<file path="src/sigmoid_pkg.sv">
`default_nettype none

package sigmoid_pkg;

    localparam int DATA_BIT    = 16;
    localparam int ALPHA_FRAC  = 15;
    localparam int PRODUCT_BIT = 32;
    localparam int NUM_SEG     = 15;
    localparam int PIPE_DEPTH  = 3;

    typedef logic signed [DATA_BIT-1:0] sample_t;

    // Q10 fixed point
    localparam sample_t ONE_Q10 = 16'sh0400;

    // upper breakpoint of segments 0 to 13, ascending
    localparam sample_t SEG_BREAK [0:NUM_SEG-2] = '{
        16'shE000,
        16'shEE00,
        16'shF400,
        16'shF600,
        16'shF800,
        16'shFA00,
        16'shFC00,
        16'sh0400,
        16'sh0600,
        16'sh0800,
        16'sh0A00,
        16'sh0C00,
        16'sh1200,
        16'sh2000
    };

    // flat at both ends
    localparam sample_t SEG_ALPHA [0:NUM_SEG-1] = '{
        16'sh0000,
        16'sh0050,
        16'sh0317,
        16'sh082D,
        16'sh0AA2,
        16'sh107F,
        16'sh14ED,
        16'sh1E4D,
        16'sh14ED,
        16'sh107F,
        16'sh0AA2,
        16'sh082D,
        16'sh0317,
        16'sh0050,
        16'sh0000
    };

    // top segment saturates at 1.0
    localparam sample_t SEG_BIAS [0:NUM_SEG-1] = '{
        16'sh0000,
        16'sh0012,
        16'sh0076,
        16'sh00F0,
        16'sh0122,
        16'sh017F,
        16'sh01B5,
        16'sh0200,
        16'sh024A,
        16'sh0280,
        16'sh02DD,
        16'sh030F,
        16'sh0389,
        16'sh03ED,
        ONE_Q10
    };

    // APB register map
    localparam logic [11:0] ADDR_DATA_IN  = 12'h000;
    localparam logic [11:0] ADDR_DATA_OUT = 12'h004;
    localparam logic [11:0] ADDR_STATUS   = 12'h008;

endpackage

`default_nettype wire

</file>
<file path="src/sigmoid_segment_lookup.sv">
`timescale 1ns/10ps
`default_nettype none

module sigmoid_segment_lookup (
    input  wire                   M_AXI_ACLK,
    input  wire                   rst,
    input  wire                   in_valid,
    input  wire sigmoid_pkg::sample_t in_sample,
    output logic                  seg_valid,
    output sigmoid_pkg::sample_t  seg_sample,
    output sigmoid_pkg::sample_t  seg_alpha,
    output sigmoid_pkg::sample_t  seg_bias
);

    localparam int IDX_BIT = $clog2(sigmoid_pkg::NUM_SEG);

    logic [sigmoid_pkg::NUM_SEG-2:0] hit;
    logic [IDX_BIT-1:0]              seg_idx;

    // all breakpoints compared at once, signed
    always_comb begin
        for (int k = 0; k < sigmoid_pkg::NUM_SEG - 1; k++) begin
            hit[k] = (in_sample <= sigmoid_pkg::SEG_BREAK[k]);
        end
    end

    // lowest matching segment wins, else top segment
    always_comb begin
        seg_idx = IDX_BIT'(sigmoid_pkg::NUM_SEG - 1);
        for (int k = sigmoid_pkg::NUM_SEG - 2; k >= 0; k--) begin
            if (hit[k]) begin
                seg_idx = IDX_BIT'(k);
            end
        end
    end

    always_ff @(posedge M_AXI_ACLK) begin
        if (rst) begin
            seg_valid <= 1'b0;
        end else begin
            seg_valid <= in_valid;
        end
    end

    always_ff @(posedge M_AXI_ACLK) begin
        seg_sample <= in_sample;
        seg_alpha  <= sigmoid_pkg::SEG_ALPHA[seg_idx];
        seg_bias   <= sigmoid_pkg::SEG_BIAS[seg_idx];
    end

endmodule

`default_nettype wire

</file>
<file path="src/sigmoid_mac.sv">
`timescale 1ns/10ps
`default_nettype none

module sigmoid_mac (
    input  wire                   M_AXI_ACLK,
    input  wire                   rst,
    input  wire                   seg_valid,
    input  wire sigmoid_pkg::sample_t seg_sample,
    input  wire sigmoid_pkg::sample_t seg_alpha,
    input  wire sigmoid_pkg::sample_t seg_bias,
    output logic                  out_valid,
    output sigmoid_pkg::sample_t  out_result
);

    logic signed [sigmoid_pkg::PRODUCT_BIT-1:0] product;
    logic signed [sigmoid_pkg::PRODUCT_BIT-1:0] product_scaled;
    logic                                       mul_valid;
    sigmoid_pkg::sample_t                       mul_q;
    sigmoid_pkg::sample_t                       bias_q;

    // full-width signed product, then drop the slope fraction
    assign product        = seg_alpha * seg_sample;
    assign product_scaled = product >>> sigmoid_pkg::ALPHA_FRAC;

    always_ff @(posedge M_AXI_ACLK) begin
        if (rst) begin
            mul_valid <= 1'b0;
            out_valid <= 1'b0;
        end else begin
            mul_valid <= seg_valid;
            out_valid <= mul_valid;
        end
    end

    always_ff @(posedge M_AXI_ACLK) begin
        mul_q  <= product_scaled[sigmoid_pkg::DATA_BIT-1:0];
        bias_q <= seg_bias;
        // wraps at 16 bits
        out_result <= mul_q + bias_q;
    end

endmodule

`default_nettype wire

</file>
<file path="src/sigmoid_result_fifo.sv">
`timescale 1ns/10ps
`default_nettype none

module sigmoid_result_fifo #(
    parameter int FIFO_DEPTH = 8
) (
    input  wire                            M_AXI_ACLK,
    input  wire                            rst,
    input  wire                            wr_en,
    input  wire sigmoid_pkg::sample_t      wr_data,
    input  wire                            rd_en,
    output sigmoid_pkg::sample_t           rd_data,
    output logic                           empty,
    output logic [$clog2(FIFO_DEPTH):0]    count
);

    localparam int PTR_BIT = $clog2(FIFO_DEPTH);

    sigmoid_pkg::sample_t mem [0:FIFO_DEPTH-1];
    logic [PTR_BIT-1:0]   wr_ptr;
    logic [PTR_BIT-1:0]   rd_ptr;
    logic                 full;
    logic                 do_wr;
    logic                 do_rd;

    assign empty = (count == '0);
    assign full  = (count == (PTR_BIT + 1)'(FIFO_DEPTH));
    assign do_rd = rd_en && !empty;
    // a pop in the same cycle frees the slot
    assign do_wr = wr_en && (!full || do_rd);

    // first-word fall-through
    assign rd_data = mem[rd_ptr];

    always_ff @(posedge M_AXI_ACLK) begin
        if (do_wr) begin
            mem[wr_ptr] <= wr_data;
        end
    end

    always_ff @(posedge M_AXI_ACLK) begin
        if (rst) begin
            wr_ptr <= '0;
            rd_ptr <= '0;
            count  <= '0;
        end else begin
            if (do_wr) begin
                wr_ptr <= wr_ptr + 1'b1;
            end
            if (do_rd) begin
                rd_ptr <= rd_ptr + 1'b1;
            end
            case ({do_wr, do_rd})
                2'b10:   count <= count + 1'b1;
                2'b01:   count <= count - 1'b1;
                default: count <= count;
            endcase
        end
    end

endmodule

`default_nettype wire

</file>
<file path="src/sigmoid_apb_slave.sv">
`timescale 1ns/10ps
`default_nettype none

module sigmoid_apb_slave #(
    parameter int FIFO_DEPTH = 8
) (
    input  wire                            M_AXI_ACLK,
    input  wire                            rst,
    input  wire                            psel,
    input  wire                            penable,
    input  wire                            pwrite,
    input  wire [11:0]                     paddr,
    input  wire [31:0]                     pwdata,
    input  wire sigmoid_pkg::sample_t      rd_data,
    input  wire                            empty,
    input  wire [$clog2(FIFO_DEPTH):0]     count,
    output logic [31:0]                    prdata,
    output logic                           pready,
    output logic                           pslverr,
    output logic                           in_valid,
    output sigmoid_pkg::sample_t           in_sample,
    output logic                           rd_en
);

    localparam int CNT_BIT = $clog2(FIFO_DEPTH) + 1;
    localparam int PD      = sigmoid_pkg::PIPE_DEPTH;

    logic               access;
    logic               wr_access;
    logic               rd_access;
    logic               sel_in;
    logic               sel_out;
    logic               sel_status;
    logic               room;
    logic               err;
    logic [CNT_BIT-1:0] in_flight;
    logic [CNT_BIT:0]   occupancy;
    logic [PD-1:0]      admit_sr;

    assign sel_in     = (paddr == sigmoid_pkg::ADDR_DATA_IN);
    assign sel_out    = (paddr == sigmoid_pkg::ADDR_DATA_OUT);
    assign sel_status = (paddr == sigmoid_pkg::ADDR_STATUS);

    assign access    = psel && penable;
    assign wr_access = access && pwrite;
    assign rd_access = access && !pwrite;

    // results already queued plus those still in the pipeline
    assign occupancy = {1'b0, count} + {1'b0, in_flight};
    assign room      = (occupancy < (CNT_BIT + 1)'(FIFO_DEPTH));

    // hold off input writes until the FIFO can take the result
    assign pready = !(psel && pwrite && sel_in) || room;

    assign err = (wr_access && !sel_in)
              || (rd_access && !(sel_out || sel_status))
              || (rd_access && sel_out && empty);
    assign pslverr = err;

    assign in_valid  = wr_access && sel_in && room;
    assign in_sample = pwdata[sigmoid_pkg::DATA_BIT-1:0];

    assign rd_en = rd_access && sel_out && !empty;

    always_comb begin
        prdata = '0;
        if (rd_access && sel_out && !empty) begin
            prdata = {{(32 - sigmoid_pkg::DATA_BIT){rd_data[sigmoid_pkg::DATA_BIT-1]}},
                      rd_data};
        end else if (rd_access && sel_status) begin
            prdata = {{(32 - CNT_BIT){1'b0}}, count};
        end
    end

    // admission pulse leaves the pipeline PIPE_DEPTH cycles later
    always_ff @(posedge M_AXI_ACLK) begin
        if (rst) begin
            admit_sr  <= '0;
            in_flight <= '0;
        end else begin
            admit_sr <= {admit_sr[PD-2:0], in_valid};
            case ({in_valid, admit_sr[PD-1]})
                2'b10:   in_flight <= in_flight + 1'b1;
                2'b01:   in_flight <= in_flight - 1'b1;
                default: in_flight <= in_flight;
            endcase
        end
    end

endmodule

`default_nettype wire

</file>
<file path="src/sigmoid_top.sv">
`timescale 1ns/10ps
`default_nettype none

module sigmoid_top #(
    parameter int FIFO_DEPTH = 8
) (
    input  wire         M_AXI_ACLK,
    input  wire         rst,
    input  wire         psel,
    input  wire         penable,
    input  wire         pwrite,
    input  wire [11:0]  paddr,
    input  wire [31:0]  pwdata,
    output logic [31:0] prdata,
    output logic        pready,
    output logic        pslverr
);

    localparam int CNT_BIT = $clog2(FIFO_DEPTH) + 1;

    // slave to pipeline
    logic                 in_valid;
    sigmoid_pkg::sample_t in_sample;

    // lookup to mac
    logic                 seg_valid;
    sigmoid_pkg::sample_t seg_sample;
    sigmoid_pkg::sample_t seg_alpha;
    sigmoid_pkg::sample_t seg_bias;

    // mac to FIFO
    logic                 out_valid;
    sigmoid_pkg::sample_t out_result;

    // FIFO to slave
    logic                 rd_en;
    sigmoid_pkg::sample_t rd_data;
    logic                 empty;
    logic [CNT_BIT-1:0]   count;

    sigmoid_apb_slave #(
        .FIFO_DEPTH(FIFO_DEPTH)
    ) u_apb_slave (
        .M_AXI_ACLK(M_AXI_ACLK),
        .rst       (rst),
        .psel      (psel),
        .penable   (penable),
        .pwrite    (pwrite),
        .paddr     (paddr),
        .pwdata    (pwdata),
        .rd_data   (rd_data),
        .empty     (empty),
        .count     (count),
        .prdata    (prdata),
        .pready    (pready),
        .pslverr   (pslverr),
        .in_valid  (in_valid),
        .in_sample (in_sample),
        .rd_en     (rd_en)
    );

    sigmoid_segment_lookup u_lookup (
        .M_AXI_ACLK(M_AXI_ACLK),
        .rst       (rst),
        .in_valid  (in_valid),
        .in_sample (in_sample),
        .seg_valid (seg_valid),
        .seg_sample(seg_sample),
        .seg_alpha (seg_alpha),
        .seg_bias  (seg_bias)
    );

    sigmoid_mac u_mac (
        .M_AXI_ACLK(M_AXI_ACLK),
        .rst       (rst),
        .seg_valid (seg_valid),
        .seg_sample(seg_sample),
        .seg_alpha (seg_alpha),
        .seg_bias  (seg_bias),
        .out_valid (out_valid),
        .out_result(out_result)
    );

    sigmoid_result_fifo #(
        .FIFO_DEPTH(FIFO_DEPTH)
    ) u_result_fifo (
        .M_AXI_ACLK(M_AXI_ACLK),
        .rst       (rst),
        .wr_en     (out_valid),
        .wr_data   (out_result),
        .rd_en     (rd_en),
        .rd_data   (rd_data),
        .empty     (empty),
        .count     (count)
    );

endmodule

`default_nettype wire

</file>
<file path="config.mk">
export PLATFORM = sky130hd
export DESIGN_NAME = sigmoid_top
export DESIGN_NICKNAME = d
export VERILOG_FILES = /design/src/sigmoid_pkg.sv /design/src/sigmoid_segment_lookup.sv /design/src/sigmoid_mac.sv /design/src/sigmoid_result_fifo.sv /design/src/sigmoid_apb_slave.sv /design/src/sigmoid_top.sv
export SDC_FILE = /design/constraint.sdc
export NUM_CORES = 1
export LEC_CHECK = 0
export BUFFER_PORTS_ARGS = -buffer_cell sky130_fd_sc_hd__clkbuf_2
export CAP_MARGIN = 20
export CORE_UTILIZATION = 51
export DETAILED_ROUTE_END_ITERATION = 10
export GPL_ROUTABILITY_DRIVEN = 1
export PLACE_DENSITY_LB_ADDON = 0.3
export SKIP_LAST_GASP = 1
export SYNTH_ARGS = -nofsm -noshare
export SYNTH_HDL_FRONTEND = slang
export SYNTH_SLANG_ARGS = --single-unit
</file>
<file path="constraint.sdc">
create_clock -name M_AXI_ACLK -period 9.1 [get_ports M_AXI_ACLK]
set_input_delay 1.82 -clock M_AXI_ACLK [delete_from_list [all_inputs] [get_ports M_AXI_ACLK]]
set_output_delay 1.82 -clock M_AXI_ACLK [all_outputs]
set_load 0.05 [all_outputs]
</file>
=== Word-level counts from Yosys, hierarchy flattened ===
Memory sizes are Yosys's and may differ from the RTL's. A register that Yosys moved wholly into a read port is not among the register bits.
Index checks and enable logic that the tools add are counted.

* Bits in latches: 0
* Bits in registers: 84
* Memories kept: 3
* Bits in writable memories: 128
* Bits in read-only memories: 512
* Input port bits: 49

{| class="wikitable"
|+ Memories
! memory !! words !! bits a word !! rd ports !! clocked after memory_dff !! write ports !! RTL line !! source
|-
| (no name shown) || 16 || 16 || 1 || 1 || 0 || sigmoid_segment_lookup.sv:47 || <nowiki>seg_alpha <= sigmoid_pkg::SEG_ALPHA[seg_idx];</nowiki>
|-
| (no name shown) || 16 || 16 || 1 || 1 || 0 || sigmoid_segment_lookup.sv:48 || <nowiki>seg_bias <= sigmoid_pkg::SEG_BIAS[seg_idx];</nowiki>
|-
| u_result_fifo.mem || 8 || 16 || 1 || 1 || 1 || sigmoid_result_fifo.sv:19 || <nowiki>sigmoid_pkg::sample_t mem [0:FIFO_DEPTH-1];</nowiki>
|}

* $mul: 1
* Equal/unequal tests: 7
* Bitwise gates (word level): 1
* Add/subtract/negate cells: 8
* $lt $le $gt $ge: 15
* Shift-type cells: 0
* Mux-type cells: 22
* Reduce and logical (&&, ||, !) cells: 30
* Div/mod/pow operators: 0

{| class="wikitable"
|+ Operator list
! cell !! number
|-
| $le 16x13->1 const B || 5
|-
| $le 16x12->1 const B || 4
|-
| $le 16x14->1 const B || 3
|-
| $mux 4 || 9
|-
| $mux 32 || 1
|-
| $mul 16x16->31 || 1
|-
| $mux 3 || 6
|-
| $add 16x16->16 || 1
|-
| $le 16x11->1 const B || 1
|-
| $le 16x15->1 const B || 1
|-
| $pmux 4 s2 || 2
|-
| $logic_and 1x1->1 || 15
|-
| $eq 12x3->1 const B || 1
|-
| $eq 12x4->1 const B || 1
|-
| $logic_not 12->1 || 1
|-
| $add 4x1->4 const B || 2
|-
| $sub 4x1->4 const B || 2
|-
| $add 3x1->3 const B || 2
|-
| $logic_not 1->1 || 6
|-
| $add 4x4->5 || 1
|-
| $logic_or 1x1->1 || 5
|-
| $lt 5x4->1 const B || 1
|-
| $not 4->5 || 1
|-
| $eq 2x1->1 const B || 2
|-
| other kinds (6) || 10
|}

=== Longest topological paths before layout ===
Gate-level depths: netlist (run 1).

* Word-level depth: 16
* Mapped depth: 22

=== By module ===
Synthesis (run 1) repeated with hierarchy kept, for this count alone.

* Cells, all modules: 1741
* Area, all modules: 19399.9 um^2

{| class="wikitable"
|+ By module, submodules not included
! module !! cells an instance !! area each (um^2) !! instances !! sequential area each (um^2)
|-
| sigmoid_mac || 1182 || 11045.6 || 1 || 1001.0
|-
| sigmoid_result_fifo || 270 || 5656.7 || 1 || 4103.9
|-
| sigmoid_segment_lookup || 179 || 1816.7 || 1 || 800.8
|-
| sigmoid_apb_slave || 110 || 880.8 || 1 || 140.1
|}

=== Worst setup path before layout (run 1) ===
OpenSTA, ideal clock, no wires.

* Path type: input to output
* From: in paddr[7]
* To: out prdata[16]
* Required time: 7280 ps
* Arrival time: 4613 ps
* Setup slack: 2667 ps
* Stages on the path: 7
* Cells stage by stage: nor4_1 -> nand3_1 -> or3_1 -> or2_2 -> clkbuf_1 -> nor2_1 -> buf_4

* Longest elaborated chain between the ends: 4

{| class="wikitable"
|+ RTL lines
! element !! RTL line !! source
|-
| start: declaration || sigmoid_top.sv:12 || <nowiki>input wire [11:0] paddr,</nowiki>
|-
| $eq 12x3->1 || sigmoid_apb_slave.sv:41 || <nowiki>assign sel_out = (paddr == sigmoid_pkg::ADDR_DATA_OUT);</nowiki>
|-
| $logic_and 1x1->1 (2 in a row) || sigmoid_apb_slave.sv:67 || <nowiki>if (rd_access && sel_out && !empty) begin</nowiki>
|-
| $mux 32 || sigmoid_apb_slave.sv:67 ||
|-
| end: declaration || sigmoid_top.sv:14 || <nowiki>output logic [31:0] prdata,</nowiki>
|}

No other way between the ends.

=== Final worst setup path (run 1) ===
* From: reg u_lookup.seg_alpha[8]
* To: reg u_mac.mul_q[14]

* Longest elaborated chain between the ends: 1

{| class="wikitable"
|+ RTL lines
! element !! RTL line !! source
|-
| start: declaration || sigmoid_segment_lookup.sv:11 || <nowiki>output sigmoid_pkg::sample_t seg_alpha,</nowiki>
|-
| $mul 16x16->31 || sigmoid_mac.sv:22 || <nowiki>assign product = seg_alpha * seg_sample;</nowiki>
|-
| net u_mac.product, one bit || sigmoid_mac.sv:15 || <nowiki>logic signed [sigmoid_pkg::PRODUCT_BIT-1:0] product;</nowiki>
|-
| end signal: assignment || sigmoid_mac.sv:36 || <nowiki>mul_q <= product_scaled[sigmoid_pkg::DATA_BIT-1:0];</nowiki>
|-
| end: declaration || sigmoid_mac.sv:18 || <nowiki>sigmoid_pkg::sample_t mul_q;</nowiki>
|}

The timed path passes the listed nets, and every way through them passes these cells.
A chain may end at the register's enable or synchronous reset.

==> results.txt, run 1 <==
The required time of the critical path is 9.52 ns. After Yosys synthesis, and, or, nand and nor cells account for 12.3% of the synthesized area. Setup repair after global routing left no endpoint under its margin.

In the finished design, the share of the clock period the worst path needs comes to 74.6%. The summed negative setup slack over all endpoints came out at 0 ns. The final core utilization is 56.6%. The fraction of registers with async set/reset is 0%. The flow ran to the end, but the final reports show violations. The cell at the root of the clock tree is sky130_fd_sc_hd__clkbuf_16. The post-synthesis net count is 1,782. The arrival time at the worst endpoint came out at 7.21 ns. The count of placed standard cells including taps is 1,833. In this run the core area contains 64 standard-cell rows. The category of the critical setup timing path is flip-flop to flip-flop. The total of warnings raised by yosys came out at 0. The number of enable-type register cells in the synthesized netlist came out at 128. The total I/O pin count is 83. The clock input transition at the sequential cells of the worst setup and hold paths is 0.06 ns.

In this run the worst path has a maximum fanout of 16. The depth of the worst hold-timing path is 0. The length in cells of the worst reg-to-reg path came out at 17. The number of nets in the finished design is 1,817. The number of H-tree levels came out at 1. The post-route cell area is 17,500 um^2. After the flow finishes, the layout carries non-filler instances totaling 1,878. The analysis attributes to cell leakage a power of 7.65 nW. The portion of synthesized area spent on multiplexers is 5.79%. A synthesized cell averages 11.3 um^2. The signal on the critical path passes through nand2_1, fa_1, fa_1, fa_1, fa_1, inv_1, fa_1, fa_1, ha_1, o2111ai_1, a21oi_1, a221oi_1, a31oi_1, o2111ai_1, a21oi_1, or4b_1, o311ai_0. Entering global routing, the biggest net connects 33 pins. The global routing usage summed across all routing layers is 19.6%. The area of the mapped netlist came out at 16,100 um^2.

The post-layout minimum cycle time is 6.79 ns. The via count of the first global-routing pass came out at 10,571. The total global routing overflow is 0. The sort of element at the start of the critical path is a flip-flop. Setup violations remaining at the end of the flow were counted as 0. Headroom to the max-slew limit came out at 42.9%. The number of distinct library cells after synthesis came out at 65.

The type of the tightest min-delay check is flip-flop to flip-flop. The ratio of total power to cell area is 303 nW/um^2. The number of gates given a new drive strength after cts came out at 0. The sequential-to-total area share from yosys stat came out at 36.6%. The core outline area came out at 30,800 um^2. The setup skew after layout is 0.0187 ns. The filler cells instantiated in the layout total 2,599. The highest attainable clock frequency came out at 147 MHz.

The hold buffer count at cts came out at 0. The worst hold slack across all endpoints is 0.324 ns. Summing the areas of all compound-gate instances in the mapped netlist gives 5.33% of the synthesized area. The count of final hold-check violations is 0. The final HPWL from detailed placement is 22.7 mm. Among all stages on the critical path, the largest delay is contributed by sky130_fd_sc_hd__a221oi_1. The number of vias per cell is 5.30. The synthesis-stage register bit count came out at 230.

The buffer levels on the longest clock path is 3. Clock latency on the worst-skew pair, taken at its later pin, is 0.52 ns. The global-route wire length before repair is 51.4 mm. The number of setup buffers added after CTS is 0.

The combinational family with the most area after synthesis is adder cells. At the pin with the least slew margin, the transition time is 0.857 ns. The count of maximum capacitance violations is 0. The fraction of final layout cells with drive strength greater than 1 is 11.3%. The synthesized instance count is 1,429.

The sort of element at the end of the critical path is a flip-flop. The full die area came out at 32,300 um^2. The flip-flop cell with the highest count after synthesis is sky130_fd_sc_hd__edfxtp_1.

TritonCTS built the clock tree. By instance count, the cell type seen most on the critical path is sky130_fd_sc_hd__fa_1. The number of nets with antenna violations after detailed routing came out at 0.

The XOR/XNOR share of the synthesized area came out at 2.01%. The height of the die came out at 180 um. The repair_antennas step left the layout with diodes totalling 0. After Yosys synthesis, full adders, half adders and majority gates account for 30.9% of the synthesized area. VDD sags by at most 0.213 mV. Routability-driven placement finished with a final weighted congestion of 0.873. In this run the cell area measured after placement is 16,700 um^2. The detailed-routing iteration count for the pre-antenna-repair pass came out at 9. The clock net in this run drives a total of 230 sinks. The count of pins over their slew limit came to 0. The count of vias placed by the detailed router is 9,950. Compared with the post-synthesis result, the final layout area differs by 8.54%.

The x dimension of the die came out at 180 um. The initial cell density of the core came out at 52.2%. The maximum single-stage delay on the critical path is 0.75 ns. The number of antenna violations at the first check in global routing was 1. The detailed-route wire length is 30.2 mm. Leaving out fill and tap cells, the most frequent cell in the layout is sky130_fd_sc_hd__inv_1. In the final routed layout, each cell accounts on average for 16.1 um. In the layout the commonest cells are 211 x sky130_fd_sc_hd__inv_1, 154 x sky130_fd_sc_hd__fa_1, 150 x sky130_fd_sc_hd__ha_1. The violation count after the first detailed-routing iteration is 529. The residual DRC count came out at 6.

The count of port buffers added during placement came out at 66. The total CTS buffers came out at 24. The final reports fail on DRC.
-- metrics by stage --
| stage | total power [mW] | setup WS (ns) |
|---|---|---|
| floorplan | 3.73 | 2.67 |
| global placement | 4.27 | 2.26 |
| detailed placement | 4.36 | 2.21 |
| CTS | 5.37 | 2.20 |
| global route | 5.90 | 1.92 |
| finish | 5.28 | 2.31 |
-- cells in the mapped netlist, types with 2 or more instances --
library cell	instances	area, um^2
sky130_fd_sc_hd__a31oi_1	7	43.8
sky130_fd_sc_hd__inv_1	211	792
sky130_fd_sc_hd__ha_1	150	1880
sky130_fd_sc_hd__o311ai_0	4	35.0
sky130_fd_sc_hd__or3_1	6	37.5
sky130_fd_sc_hd__o31ai_1	2	15.0
sky130_fd_sc_hd__mux2i_1	21	210
sky130_fd_sc_hd__or4_1	3	22.5
sky130_fd_sc_hd__buf_2	5	25.0
sky130_fd_sc_hd__o211ai_1	4	30.0
sky130_fd_sc_hd__a211o_1	2	17.5
sky130_fd_sc_hd__a221oi_1	2	17.5
sky130_fd_sc_hd__edfxtp_1	128	3840
sky130_fd_sc_hd__buf_4	16	120
sky130_fd_sc_hd__o2111ai_1	3	26.3
sky130_fd_sc_hd__a21boi_0	3	22.5
sky130_fd_sc_hd__nand2_1	137	514
sky130_fd_sc_hd__xnor2_1	25	219
sky130_fd_sc_hd__nand3_1	14	70.1
sky130_fd_sc_hd__nor4_1	5	31.3
sky130_fd_sc_hd__o21ai_0	31	155
sky130_fd_sc_hd__nor3_1	11	55.1
sky130_fd_sc_hd__dfxtp_1	102	2040
sky130_fd_sc_hd__xor2_1	12	105
sky130_fd_sc_hd__a31oi_4	2	42.5
sky130_fd_sc_hd__nor3b_1	4	30.0
sky130_fd_sc_hd__nor2b_1	16	100
sky130_fd_sc_hd__or2_2	4	25.0
sky130_fd_sc_hd__clkbuf_1	40	150
sky130_fd_sc_hd__a211oi_1	4	30.0
sky130_fd_sc_hd__and2_1	103	644
sky130_fd_sc_hd__nor2_1	67	251
sky130_fd_sc_hd__a2111oi_0	2	17.5
sky130_fd_sc_hd__a21oi_1	29	145
sky130_fd_sc_hd__o41ai_1	5	43.8
sky130_fd_sc_hd__a21o_1	10	75.1
sky130_fd_sc_hd__mux4_2	32	721
sky130_fd_sc_hd__fa_1	154	3080
sky130_fd_sc_hd__buf_6	3	33.8
sky130_fd_sc_hd__nand2b_1	13	81.3
sky130_fd_sc_hd__nor2_2	2	12.5
sky130_fd_sc_hd__buf_1	6	22.5
sky130_fd_sc_hd__or4b_1	2	20.0
sky130_fd_sc_hd__nand4_1	6	37.5
-- power by group --
| part | leakage (nW) | total [mW] | switching (mW) | internal (mW) |
|---|---|---|---|---|
| sequential | 1.99 | 1.46 | 0.148 | 1.31 |
| combinational | 5.28 | 2.86 | 1.58 | 1.28 |
| clock | 0.384 | 0.963 | 0.394 | 0.569 |
| total | 7.65 | 5.28 | 2.13 | 3.16 |
-- final cells by class --
class	instances	area (um^2)	area share [%]
multi-input cells	918	9060	51.9
flip-flops and latches	230	5890	33.7
inverters	211	792	4.54
clock buffers	31	657	3.76
well taps	396	495	2.84
repair buffers	79	428	2.45
clock inverters	13	134	0.767
-- logic make-up after synthesis --
family,Yosys count
AND/OR/NAND/NOR,398
adder cells (fa/ha/maj),305
buffers and inverters,281
flip-flops,230
AO/OA/AOI/OAI,125
multiplexers,53
XOR/XNOR,37
-- worst paths after layout --
| check | startpoint | end | slack, ns |
|---|---|---|---|
| max | u_lookup.seg_alpha[8] | u_mac.mul_q[14] | 2.31 |
| min | u_lookup.seg_bias[2] | u_mac.bias_q[2] | 0.32 |
| max reg2reg | u_lookup.seg_alpha[8] | u_mac.mul_q[14] | 2.31 |
| min reg2reg | u_lookup.seg_bias[2] | u_mac.bias_q[2] | 0.32 |
-- critical path, delay by kind of cell, from the launching register on --
family	cells	cell delay, ns
AOI/OAI and AO/OA	7	1.83
adders and majority gates	7	3.41
buffers and inverters	1	0.06
DFF	1	0.73
and+or+nand+nor	2	0.67
-- flip-flops by register name (all words and copies together), names as in the netlist, 4 cells and up, named ones only --
name                   cells
u_result_fifo.mem        128
u_lookup.seg_sample       16
u_mac.mul_q               16
u_mac.out_result          16
u_lookup.seg_alpha        12
u_lookup.seg_bias         11
u_mac.bias_q              11
u_apb_slave.in_flight      4
u_result_fifo.count        4
-- per-layer routing --
metal | wire [um] | global-route usage, % | vias up
li1 | - | - | 4780
met1 | 13400 | 25.2 | 4941
met4 | 493 | 3.93 | 0
met5 | 0 | 0 | -
met2 | 15100 | 35.5 | 191
met3 | 1260 | 2.45 | 38
Power figures use the tool's default switching activity.
==> run 2: changes to the inputs <==
--- a/config.mk
+++ b/config.mk
@@ -5,6 +5,7 @@
 export SDC_FILE = /design/constraint.sdc
 export NUM_CORES = 1
 export LEC_CHECK = 0
+export ABC_AREA = 1
 export BUFFER_PORTS_ARGS = -buffer_cell sky130_fd_sc_hd__clkbuf_2
 export CAP_MARGIN = 20
 export CORE_UTILIZATION = 51
==> constraint.sdc (replaced) <==
create_clock -name M_AXI_ACLK -period 7 [get_ports M_AXI_ACLK]
set_input_delay 1.4 -clock M_AXI_ACLK [delete_from_list [all_inputs] [get_ports M_AXI_ACLK]]
set_output_delay 1.4 -clock M_AXI_ACLK [all_outputs]
set_load 0.05 [all_outputs]
==> run 2 against run 1 <==
The run now ends clean. Wire length increased by 20%. Worst setup slack lost 1.7 ns. Final cell count up 24%. Power up 53%. Non-clock buffer count is 5 higher. Count of clock-buffer cells in the layout increased by 3.
==> results.txt, run 2 <==
The worst slew margin relative to its limit is 28.3%. The number of antenna violations at the first check in global routing is 0. The via count of the first global-routing pass came out at 12,490. The length in cells of the worst reg-to-reg path came out at 24. Relative to the synthesized area, the layout overhead comes to 8.53%. The post-synthesis net count is 2,191. The placer's final routability congestion estimate came out at 0.884.

CTS saw 230 sinks. For this design the top-level I/O count stands at 83. For this run, asynchronously set or reset flops after synthesis account for 0%. Setup repair after global routing left no endpoint under its margin. The tightest hold path in the finished design has a slack of 0.330 ns. The endpoint of the worst hold path is u_mac.bias_q[10]. The detailed-routing iteration count for the pre-antenna-repair pass came out at 5. The full die area came out at 33,700 um^2. In the synthesized netlist the dominant register cell turns out to be sky130_fd_sc_hd__edfxtp_1.

TritonCTS created 24 clock buffers. Fill cells in the final layout number 2,854. The sort of element at the start of the critical path is a flip-flop.

Dividing the detail-routed via count by the number of cells gives 5.18. The worst reg-to-reg setup slack came out at 0.64 ns. The ratio of final minimum period to clock period came out at 90.8%. The clock tree from TritonCTS is yes.

For this run, design rule violations remaining after detail routing come to 0. The largest net degree at the start of global routing came out at 66. The count of port buffers added during placement came out at 66. The detailed-route wire length is 36.2 mm. The repair_antennas step left the layout with diodes totalling 0. The violation count after the first detailed-routing iteration is 690. Between clock sinks in the finished design, the worst skew comes to 0.00828 ns.

Based on the critical path, the design can be clocked at up to 157 MHz. After clock tree synthesis, the setup repair step added 0 buffers. The category of the critical setup timing path is flip-flop to flip-flop. The detail route stage leaves a number of antenna-violating nets equal to 0.

Global routing consumed, over all layers together, 22.4% of the routing resources. The clock input transition at the sequential cells of the worst setup and hold paths came out at 0.06 ns. The global-route wire length before repair came out at 60.3 mm. The cell leakage power is 9.13 nW.

The synthesized design spends more area on one cell type than any other, namely sky130_fd_sc_hd__edfxtp_1. The sort of element at the end of the critical path is a flip-flop. The netlist uses 55 different library cells. The number of core rows is 66. During synthesis, Yosys emitted a total of 0 warnings.

The register containing the most flip-flops in the final layout is u_result_fifo.mem. The number of setup violations in the final report is 0. In the synthesized netlist, the cells that appear most often are 375 x sky130_fd_sc_hd__inv_1, 375 x sky130_fd_sc_hd__nand2_1, 154 x sky130_fd_sc_hd__fa_1, 150 x sky130_fd_sc_hd__ha_1, 128 x sky130_fd_sc_hd__edfxtp_1. The number of H-tree levels is 1.

The average cell area after synthesis came out at 9.14 um^2. The fraction of final layout cells with drive strength greater than 1 came out at 8.65%. In the layout the commonest cells are 375 x sky130_fd_sc_hd__inv_1, 375 x sky130_fd_sc_hd__nand2_1, 154 x sky130_fd_sc_hd__fa_1. The end of the worst register-to-register path is u_mac.mul_q[15]. The initial cell density of the core is 51.8%.

The count of vias placed by the detailed router is 12,053. The startpoint identified for the worst register-to-register timing path is u_lookup.seg_alpha[5]. For the finished layout, the period the worst path requires is 6.36 ns.

The number of enable-type register cells in the synthesized netlist came out at 128. The area of the multi-input gates came out at 9090 um^2. For the final routed database, the setup TNS stands at 0 ns. The required time of the critical path is 7.45 ns.

The count of final hold-check violations is 0. The total global routing overflow came out at 0. The peak fanout along the critical path is 16. The arrival time at the worst endpoint is 6.81 ns. In the synthesized netlist, the number of instances is 1,838. The later pin in the worst-skew pair is clocked with a latency of 0.52 ns.

The number of flip-flops under the largest register name came out at 128. The sequential standard cell area came out at 5890 um^2. The sequential-to-total area share from yosys stat came out at 35.0%. The share of the synthesized area in the top cell type came out at 22.9%. For this run, the post-layout net count is 2,219.

The tree is rooted in a sky130_fd_sc_hd__clkbuf_16. The peak supply drop is 0.495 mV. The hold buffer count at cts came out at 0. The count of maximum capacitance violations came out at 0.

In this run the worst hold path is classified as flip-flop to flip-flop. The clock passes through at most 3 buffers. The x dimension of the die is 183 um.

The synthesis-stage register bit count is 230. The flow ran to the end, and the final reports show no timing, DRC or antenna violations. The final HPWL from detailed placement is 27.1 mm. Measured along the y axis, the die boundary spans 183 um. The average wire length per cell after detail routing came out at 15.6 um.

By area the synthesized netlist is led by sky130_fd_sc_hd__edfxtp_1 23%, sky130_fd_sc_hd__fa_1 18%, sky130_fd_sc_hd__dfxtp_1 12%. The depth of the worst hold-timing path is 0. The slew of the pin with the lowest slew margin is 1.07 ns. The area of the mapped netlist came out at 16,800 um^2. The count of pins over their slew limit came out at 0. In this run the most critical hold path is launched from u_lookup.seg_bias[10]. Dividing total power by cell area gives a power density of 444 nW/um^2. Post-CTS repair changed the size of 0 cells.

The core region is 32,500 um^2.
-- run 2: cell types whose count changed in the layout (fill, tap and decap cells not counted), sizes merged, moves of 32 or more --
cell	delta
a21oi	+73
and2	-103
inv	+172
mux4	-32
nand2	+240
nor2	+58
-- run 2: stage by stage --
step	instances	power [mW]	worst slack, ns	utilization (%)	instance area (um^2)
after floorplan	1838	5.66	0.797	-	16800
after global placement	2282	6.76	0.800	53.7	17400
after detailed placement	2282	6.88	0.708	53.7	17400
after CTS	2326	8.18	0.665	56.2	18200
after global routing	2326	9.03	0.300	56.2	18200
final	2326	8.10	0.641	56.2	18200
-- run 2: worst max-delay path, cell delays in order (launching register included) --
cell and delay [ns]:
sky130_fd_sc_hd__dfxtp_1 0.90, sky130_fd_sc_hd__nand2_1 0.19, sky130_fd_sc_hd__fa_1 0.58, sky130_fd_sc_hd__inv_1 0.05, sky130_fd_sc_hd__fa_1 0.51, sky130_fd_sc_hd__inv_1 0.06, sky130_fd_sc_hd__fa_1 0.47, sky130_fd_sc_hd__inv_1 0.05
sky130_fd_sc_hd__fa_1 0.50, sky130_fd_sc_hd__fa_1 0.54, sky130_fd_sc_hd__inv_1 0.05, sky130_fd_sc_hd__fa_1 0.53, sky130_fd_sc_hd__inv_1 0.04, sky130_fd_sc_hd__ha_1 0.31, sky130_fd_sc_hd__nand2_1 0.09, sky130_fd_sc_hd__nor2_1 0.11
sky130_fd_sc_hd__inv_1 0.05, sky130_fd_sc_hd__nor3_1 0.22, sky130_fd_sc_hd__nand4_1 0.13, sky130_fd_sc_hd__nand3_1 0.17, sky130_fd_sc_hd__nand2_1 0.07, sky130_fd_sc_hd__o211ai_1 0.14, sky130_fd_sc_hd__a21boi_1 0.18, sky130_fd_sc_hd__o21ai_1 0.18
sky130_fd_sc_hd__xor2_1 0.15
-- run 2: cell type report --
class | instances | share of cell area, %
Multi-Input combinational cell | 1142 | 49.9
Sequential cell | 230 | 32.3
Inverter | 384 | 7.92
Clock buffer | 34 | 3.78
Tap cell | 442 | 3.03
Timing Repair Buffer | 84 | 2.55
Clock inverter | 10 | 0.549
-- run 2: power by group --
group | total [mW] | switching [mW] | internal, mW
Combinational | 4.95 | 3.05 | 1.90
Sequential | 1.91 | 0.195 | 1.71
Clock | 1.24 | 0.516 | 0.727
Total | 8.10 | 3.76 | 4.34
-- run 2: worst max-delay path by stage --
stage | startpoint | to | slack [ns] | depth (start not counted)
after floorplan | paddr[1] | prdata[16] | 0.80 | 8
after global placement | u_lookup.seg_alpha[2] | u_mac.mul_q[15] | 0.80 | 21
after detailed placement | u_lookup.seg_alpha[5] | u_mac.mul_q[15] | 0.71 | 24
after CTS | u_lookup.seg_alpha[5] | u_mac.mul_q[15] | 0.67 | 24
after global routing | u_lookup.seg_alpha[5] | u_mac.mul_q[13] | 0.30 | 24
final | u_lookup.seg_alpha[5] | u_mac.mul_q[15] | 0.64 | 24
-- run 2: cell families after synthesis --
kind of cell | after synthesis | synth area share [%]
simple gates | 551 | 13.2
buf+inv | 466 | 10.9
fa+ha+maj | 304 | 29.5
compound gates | 252 | 9.50
flops | 230 | 35.0
xor+xnor | 35 | 1.83
-- run 2: metal layers --
layer | vias to the layer above | wire length, um | global-route usage, %
met1 | 5787 | 15100 | 28.0
met5 | - | 0 | 0
met2 | 348 | 18300 | 40.2
met3 | 69 | 1780 | 2.52
li1 | 5849 | - | -
met4 | 0 | 987 | 7.37
